[config.mk]
export PLATFORM = sky130hd
export DESIGN_NAME = bpcuTop
export DESIGN_NICKNAME = d
export VERILOG_FILES = /design/src/source/bpcu_pkg.sv /design/src/source/operandForward.sv /design/src/source/branchDecode.sv /design/src/source/branchResolve.sv /design/src/source/pcPipeline.sv /design/src/source/bpcuTop.sv
export VERILOG_INCLUDE_DIRS = /design/src /design/src/source
export SDC_FILE = /design/constraint.sdc
export NUM_CORES = 1
export LEC_CHECK = 0
export ABC_AREA = 1
export BUFFER_PORTS_ARGS = -buffer_cell sky130_fd_sc_hd__clkbuf_2
export CAP_MARGIN = 30
export CORE_MARGIN = 1.5
export CORE_UTILIZATION = 41
export CTS_CLUSTER_SIZE = 30
export DETAILED_ROUTE_END_ITERATION = 8
export MAX_ROUTING_LAYER = met4
export PLACE_DENSITY = 0.69
export SETUP_SLACK_MARGIN = 0.5
export SLEW_MARGIN = 10
export SYNTH_ARGS = -nofsm -noshare
export SYNTH_HDL_FRONTEND = slang
export SYNTH_SLANG_ARGS = --single-unit
[constraint.sdc]
create_clock -name gclk -period 2.42 [get_ports gclk]
set_clock_uncertainty 0.15 [all_clocks]
set_input_delay 0.121 -clock gclk [delete_from_list [all_inputs] [get_ports gclk]]
set_output_delay 0.121 -clock gclk [all_outputs]
set_load 0.02 [all_outputs]
[src/source/bpcu_params.svh]
`ifndef BPCU_PARAMS_SVH
`define BPCU_PARAMS_SVH

// major opcodes of the branch group, octal as in the instruction set manual
// unconditional branch, register target
`define BPCU_OPC_BRU 6'o46
// unconditional branch, immediate target
`define BPCU_OPC_BRUI 6'o56
// conditional branch, register target
`define BPCU_OPC_BCC 6'o47
// conditional branch, immediate target
`define BPCU_OPC_BCCI 6'o57

// word address every pc register starts from
`define BPCU_RESET_PC 30'h0000_0000

// forwarding source codes for register a
// register file copy
`define BPCU_SEL_REGA 2'd0
// alu result of the previous instruction
`define BPCU_SEL_ALU 2'd1
// i/o register
`define BPCU_SEL_IO 2'd2

`endif

[src/source/bpcu_pkg.sv]
`default_nettype none

`include "bpcu_params.svh"

package bpcuPkg;

  // major opcode field, instruction bits 31..26
  typedef logic [5:0] opcode_t;

  // branch condition, taken from rd[2:0] of a conditional branch
  typedef enum logic [2:0] {
    condEq = 3'd0,
    condNe = 3'd1,
    condLt = 3'd2,
    condLe = 3'd3,
    condGt = 3'd4,
    condGe = 3'd5
  } condCode_t;

  // word address, byte address bits 31..2
  typedef logic [29:0] wordAddr_t;

  // forwarding source for register a, code 3 falls back to regA
  typedef enum logic [1:0] {
    selRegA = `BPCU_SEL_REGA,
    selAlu  = `BPCU_SEL_ALU,
    selIo   = `BPCU_SEL_IO
  } operandSel_t;

endpackage

`default_nettype wire

[src/source/operandForward.sv]
`default_nettype none

module operandForward (
  input  logic                 gclk,
  input  logic                 arstN,
  input  logic                 dEn,
  input  bpcuPkg::operandSel_t operandSel,
  input  logic [31:0]          regA,
  input  logic [31:0]          aluResult,
  input  logic [31:0]          ioReg,
  output logic [31:0]          fwdA
);
  import bpcuPkg::*;

  // source picked for this decode slot
  logic [31:0] selData;

  // alu and i/o paths bypass the register file
  always_comb begin
    case (operandSel)
      selAlu:  selData = aluResult;
      selIo:   selData = ioReg;
      // selRegA and the unused code 3
      default: selData = regA;
    endcase
  end

  // operand register, held across decode stalls
  always_ff @(posedge gclk or negedge arstN) begin
    if (!arstN) begin
      fwdA <= 32'd0;
    end else if (dEn) begin
      fwdA <= selData;
    end
  end

endmodule

`default_nettype wire

[src/source/branchDecode.sv]
`default_nettype none

`include "bpcu_params.svh"

module branchDecode (
  input  logic               gclk,
  input  logic               arstN,
  input  logic               dEn,
  input  logic               irq,
  input  logic               fSkip,
  input  logic [31:0]        instrX,
  output logic               isBranch,
  output logic               isUncond,
  output logic               delaySlot,
  output bpcuPkg::condCode_t cond
);
  import bpcuPkg::*;

  // instruction fields
  opcode_t    opcode;
  logic [4:0] rd;
  logic [4:0] ra;

  // decoded branch class
  logic isBru;
  logic isBcc;

  // values loaded on the next dEn edge
  logic      nextDelay;
  condCode_t nextCond;

  // opcode, rd, ra sit in the top 16 bits
  assign opcode = instrX[31:26];
  assign rd     = instrX[25:21];
  assign ra     = instrX[20:16];

  // unconditional group, an interrupt also lands here
  assign isBru = (opcode == `BPCU_OPC_BRU) ||
                 (opcode == `BPCU_OPC_BRUI) ||
                 irq;

  // conditional group, masked while an interrupt is pending
  assign isBcc = ((opcode == `BPCU_OPC_BCC) ||
                  (opcode == `BPCU_OPC_BCCI)) &&
                 !irq;

  // delay bit is ra[4] for bru, rd[4] for bcc
  // interrupt entry never has a delay slot
  assign nextDelay = (isBru && ra[4] && !irq) ||
                     (isBcc && rd[4]);

  // condition only matters for bcc, park it on eq otherwise
  assign nextCond = isBcc ? condCode_t'(rd[2:0]) : condEq;

  always_ff @(posedge gclk or negedge arstN) begin
    if (!arstN) begin
      isBranch  <= 1'b0;
      isUncond  <= 1'b0;
      delaySlot <= 1'b0;
      cond      <= condEq;
    end else if (fSkip) begin
      // squashed slot, back to no-branch regardless of dEn
      isBranch  <= 1'b0;
      isUncond  <= 1'b0;
      delaySlot <= 1'b0;
      cond      <= condEq;
    end else if (dEn) begin
      isBranch  <= isBru || isBcc;
      isUncond  <= isBru;
      delaySlot <= nextDelay;
      cond      <= nextCond;
    end
  end

endmodule

`default_nettype wire

[src/source/branchResolve.sv]
`default_nettype none

module branchResolve (
  input  logic               isBranch,
  input  logic               isUncond,
  input  logic               delaySlot,
  input  bpcuPkg::condCode_t cond,
  input  logic [31:0]        fwdA,
  output logic               taken,
  output logic               dSkip,
  output logic               fSkip
);
  import bpcuPkg::*;

  // signed tests of the operand against zero
  logic isZero;
  logic isNeg;
  logic isLe;

  // selected condition result
  logic condHolds;

  assign isZero = (fwdA == 32'd0);
  // sign bit, two's complement
  assign isNeg  = fwdA[31];
  // le shared by le and gt
  assign isLe   = isZero || isNeg;

  always_comb begin
    case (cond)
      condEq:  condHolds = isZero;
      condNe:  condHolds = !isZero;
      condLt:  condHolds = isNeg;
      condLe:  condHolds = isLe;
      // gt as inverted le
      condGt:  condHolds = !isLe;
      condGe:  condHolds = !isNeg;
      // codes 6 and 7 never branch
      default: condHolds = 1'b0;
    endcase
  end

  // bru and interrupts ignore the operand
  assign taken = isBranch && (isUncond || condHolds);

  // squash rule
  // taken without delay slot kills the following instruction
  // delay-slot branch lets it through
  assign fSkip = taken && !delaySlot;

  // decode and fetch squash together
  assign dSkip = fSkip;

endmodule

`default_nettype wire

[src/source/pcPipeline.sv]
`default_nettype none

`include "bpcu_params.svh"

module pcPipeline (
  input  logic               gclk,
  input  logic               arstN,
  input  logic               xEn,
  input  logic               taken,
  input  logic               fetchAdvance,
  input  logic               dSkip,
  input  bpcuPkg::wordAddr_t branchTarget,
  output bpcuPkg::wordAddr_t fetchAddr,
  output bpcuPkg::wordAddr_t prefetchPc,
  output bpcuPkg::wordAddr_t instrPc,
  output logic               xSkip
);
  import bpcuPkg::*;

  // sequential step, one word or none while fetch stalls
  wordAddr_t pcStep;

  assign pcStep = {29'd0, fetchAdvance};

  // branch target wins over the sequential path
  assign fetchAddr = taken ? branchTarget : (prefetchPc + pcStep);

  // two pc stages plus the execute squash flag
  always_ff @(posedge gclk or negedge arstN) begin
    if (!arstN) begin
      prefetchPc <= `BPCU_RESET_PC;
      instrPc    <= `BPCU_RESET_PC;
      xSkip      <= 1'b0;
    end else if (xEn) begin
      prefetchPc <= fetchAddr;
      // instruction pc trails prefetch by one xEn edge
      instrPc    <= prefetchPc;
      xSkip      <= dSkip;
    end
  end

endmodule

`default_nettype wire

[src/source/bpcuTop.sv]
`default_nettype none

module bpcuTop (
  input  logic                 gclk,
  input  logic                 arstN,
  input  logic                 dEn,
  input  logic                 xEn,
  input  logic                 irq,
  input  logic                 fetchAdvance,
  input  logic [31:0]          instrX,
  input  logic [31:0]          regA,
  input  logic [31:0]          aluResult,
  input  logic [31:0]          ioReg,
  input  bpcuPkg::operandSel_t operandSel,
  output bpcuPkg::wordAddr_t   fetchAddr,
  output bpcuPkg::wordAddr_t   prefetchPc,
  output bpcuPkg::wordAddr_t   instrPc,
  output logic                 taken,
  output logic                 dSkip,
  output logic                 xSkip
);
  import bpcuPkg::*;

  // forwarded register a
  logic [31:0] fwdA;

  // decode controls
  logic      isBranch;
  logic      isUncond;
  logic      delaySlot;
  condCode_t cond;

  // fetch squash back into decode
  logic fSkip;

  // branch operand, captured with the decode slot
  operandForward uOperandForward (
    .gclk       (gclk),
    .arstN      (arstN),
    .dEn        (dEn),
    .operandSel (operandSel),
    .regA       (regA),
    .aluResult  (aluResult),
    .ioReg      (ioReg),
    .fwdA       (fwdA)
  );

  // branch class, condition and delay bit
  branchDecode uBranchDecode (
    .gclk      (gclk),
    .arstN     (arstN),
    .dEn       (dEn),
    .irq       (irq),
    .fSkip     (fSkip),
    .instrX    (instrX),
    .isBranch  (isBranch),
    .isUncond  (isUncond),
    .delaySlot (delaySlot),
    .cond      (cond)
  );

  // same-cycle condition evaluation
  branchResolve uBranchResolve (
    .isBranch  (isBranch),
    .isUncond  (isUncond),
    .delaySlot (delaySlot),
    .cond      (cond),
    .fwdA      (fwdA),
    .taken     (taken),
    .dSkip     (dSkip),
    .fSkip     (fSkip)
  );

  // target is the word part of the alu result
  pcPipeline uPcPipeline (
    .gclk         (gclk),
    .arstN        (arstN),
    .xEn          (xEn),
    .taken        (taken),
    .fetchAdvance (fetchAdvance),
    .dSkip        (dSkip),
    .branchTarget (aluResult[31:2]),
    .fetchAddr    (fetchAddr),
    .prefetchPc   (prefetchPc),
    .instrPc      (instrPc),
    .xSkip        (xSkip)
  );

endmodule

`default_nettype wire

==> metrics.cfg <==
[cells_and_area]
antenna_cells = 0
fillers = 1172
drive_above_1_share_pct = 35.0
final_net_count = 1223
multi_input_area_um2 = 3360
layout_common_cells = nand2_1 (243), clkbuf_2 (173), dfrtp_1 (95), inv_1 (62), nor2_1 (57)
seqCellArea_um2 = 2480
mostFrequentLayoutCell = nand2_1
layout.cells.non_filler = 1267
post-route-util_pct = 64.3
area.growth.synth_to_final_pct = 52.4

[clocking]
clk_pin_slew_worst_paths_ns = 0.06
cts.sinks = 99
root_buffer = clkbuf_16
clock_path_buffers = 2
cts_tree = done
clk_latency_ns = 0.35
cts_buffers = 9
h-tree-depth = 3

[pwr]
power.total_w = 0.00783
cellLeakagePower_nw = 4.61
powerDensity_nw_per_um2 = 874
ir_drop_mv = 0.551

[sta]
min_period_ns = 2.48
fin_ws_ns = -0.0625
setup_viol = 28
relSlewSlack_pct = 57.2
finalSetupTns_ns = -0.679
rsz0062_at_grt = yes
hold_viol = 0
clock.fmax_ghz = 0.403
slew_viol_final = 0
tightest_slew_ns = 0.642
finalCritPeriodShare_pct = 103

[yosys]
ys_seq_elements = 99
synthMuxAreaShare_pct = 0
ys_types = 35
ys_warn_count = 0
synth-simple-area-share_pct = 33.2
yosys.area_share.adder_pct = 0.851
synth_area_um2 = 5880
synth_top_family_by_area = simple AND/OR/NAND/NOR gates
synth_xor_area_share_pct = 3.70
synth_nets = 953
postSynthAreaPerCell_um2 = 7.23
postSynthCellCount = 813
synth_compound_area_share_pct = 12.0
yosysSeqAreaShare_pct = 42.1

[routing]
drc = 0
drtIter0Drc = 548
drt_first_pass_iters = 5
routed_via_density = 5.16
ant_nets = 0
vias = 6535
wl_per_cell_um = 17.1
wirelength_mm = 21.6

[floorplan]
row_count = 43
die_w_um = 123
dieHeight_um = 123
die-area_um2 = 15100
pin_count = 229
core_um2 = 13900
initial_core_util_pct = 42.2

[critical_path]
cp_slowest_cell = dfrtp_1
crit_arrival_ns = 2.21
crit_required_ns = 2.15
crit_fanout = 8
criticalPathCategory = reg2out
start_kind = register
cp_cell_sequence = nor2_1 -> nand2_1 -> nor2_2 -> nand2_1 -> o21ai_1 -> nand2_1 -> nand2_4 -> buf_6 -> buf_16 -> nand3_1 -> nand2_2 -> buf_8
crit_top_cell = nand2_1
crit_family = simple AND/OR/NAND/NOR gates
critical_path.max_stage_delay_ns = 0.38
end_kind = output port
cp_num_buf_inv = 3

[grt]
grt_pass1_vias = 6092
grt_pass1_wl_mm = 31.6
grt_usage_pct = 28.5
antenna_found_initial = 0
grt_max_degree = 51
grt_overflow_total = 0

[hold_path]
hold_path.class = in2reg

[run_status]
violations = negative setup slack
status = finished, violations left

[placed_design]
portBuffers = 206
gp_congestion = 0.895
hpwl_mm = 13.6
placed_cells = 1167

[flow_run]
maxCapViolCount = 0

## synthesized netlist by cell type
library cell,n,area share (%)
nand4_4,1,0.36
nand2_2,12,1.3
nor2_4,3,0.57
xor2_1,19,2.8
nor3_2,3,0.51
buf_6,3,0.57
a21oi_1,50,4.3
o21ai_0,35,3.0
o21ai_1,1,0.085
nand3b_1,2,0.26
buf_1,3,0.19
nand4_1,4,0.43
nand2_1,277,18
dfrtp_1,99,42
nand2_4,1,0.19
a22o_1,24,3.6
nand2b_1,1,0.11
inv_1,70,4.5
clkbuf_1,30,1.9
nor2_1,64,4.1
xnor2_2,1,0.28
buf_4,5,0.64
nor2_2,5,0.53
ha_1,4,0.85
inv_2,3,0.19
nand3_1,59,5.0
nand4_2,1,0.21
nor4_2,1,0.21
a31oi_1,1,0.11
o22ai_1,9,0.96
buf_2,2,0.17
and2_1,8,0.85
nor3_4,1,0.28
nor3_1,7,0.60
xnor2_1,4,0.60
## registers in the layout, summed over array words and instances (netlist names)
signal,flops
uBranchDecode.cond,3
uBranchDecode.delaySlot,1
uBranchDecode.isBranch,1
uBranchDecode.isUncond,1
uOperandForward.fwdA,32
uPcPipeline.instrPc,30
uPcPipeline.prefetchPc,30
uPcPipeline.xSkip,1
## worst min-delay path: stages
cell,delay [ns]
clkbuf_2,0.07
a22o_1,0.12
nand2_1,0.05
a21oi_1,0.11
## cells by family (layout without fill, tap and decap cells)
kind of cell,after synthesis,count (layout)
flip-flops,99,99
AND/OR/NAND/NOR,450,452
AO/OA/AOI/OAI,120,120
XOR/XNOR,24,24
buffers and inverters,116,388
adder cells (fa/ha/maj),4,4
## metal layers
layer,part of all wire (%),vias to the layer above,track usage (%)
met3,5.8,29,3.16
met5,0,-,-
li1,-,3142,-
met1,43,3099,37.9
met2,49,265,45.0
met4,2.2,0,10.2
## repair_timing
action / CTS / global route
gates resized for setup: 77 / 117
setup endpoints to repair: 69 / 69
hold endpoints to repair: 75 / 0
pin swaps: 27 / 48
gates cloned: 2 / 3
hold buffers: 51 / 0
buffers inserted: 20 / 9
## report_power, final
group / switching (W) / internal [W] / total [W]
Combinational: 0.00218 / 0.00162 / 0.00380
Clock: 0.000632 / 0.000931 / 0.00156
Sequential: 0.000429 / 0.00204 / 0.00247
## stage by stage
step                      hold WS, ns  worst slack, ns  cell area [um2]
final                         0.00447          -0.0625             8960
after CTS                     0.00220          -0.0284             8450
after global routing           0.0335           -0.169             8960
after floorplan                -0.325            0.496             5920
after detailed placement      -0.0121            0.253             7110
after global placement        -0.0195            0.244             7110
## final timing paths
path | start | endpoint | slack (ns) | depth (start not counted)
min in group asynchronous | arstN | uOperandForward.fwdA[8]$_DFFE_PN0P_ | 0.15 | 2
worst min register to register | uPcPipeline.instrPc[29]$_DFFE_PN0P_ | uPcPipeline.instrPc[29]$_DFFE_PN0P_ | 0.33 | 2
worst max register to register | uOperandForward.fwdA[30]$_DFFE_PN0P_ | uPcPipeline.prefetchPc[8]$_DFFE_PN0P_ | 0.01 | 16
worst min-delay path | ioReg[20] | uOperandForward.fwdA[20]$_DFFE_PN0P_ | 0.004 | 4
max in group asynchronous | arstN | uPcPipeline.prefetchPc[22]$_DFFE_PN0P_ | 1.20 | 3
worst max-delay path | uOperandForward.fwdA[30]$_DFFE_PN0P_ | fetchAddr[3] | -0.06 | 12
## area by class of cell
cell class	instances	area share (%)
clock buffer	13	2.79
clock inverter	2	0.670
inverter	73	3.20
multi-input combinational	600	37.5
sequential	99	27.7
tap	180	2.51
timing repair buffer	300	25.6
(Power assumes the default switching activity.)
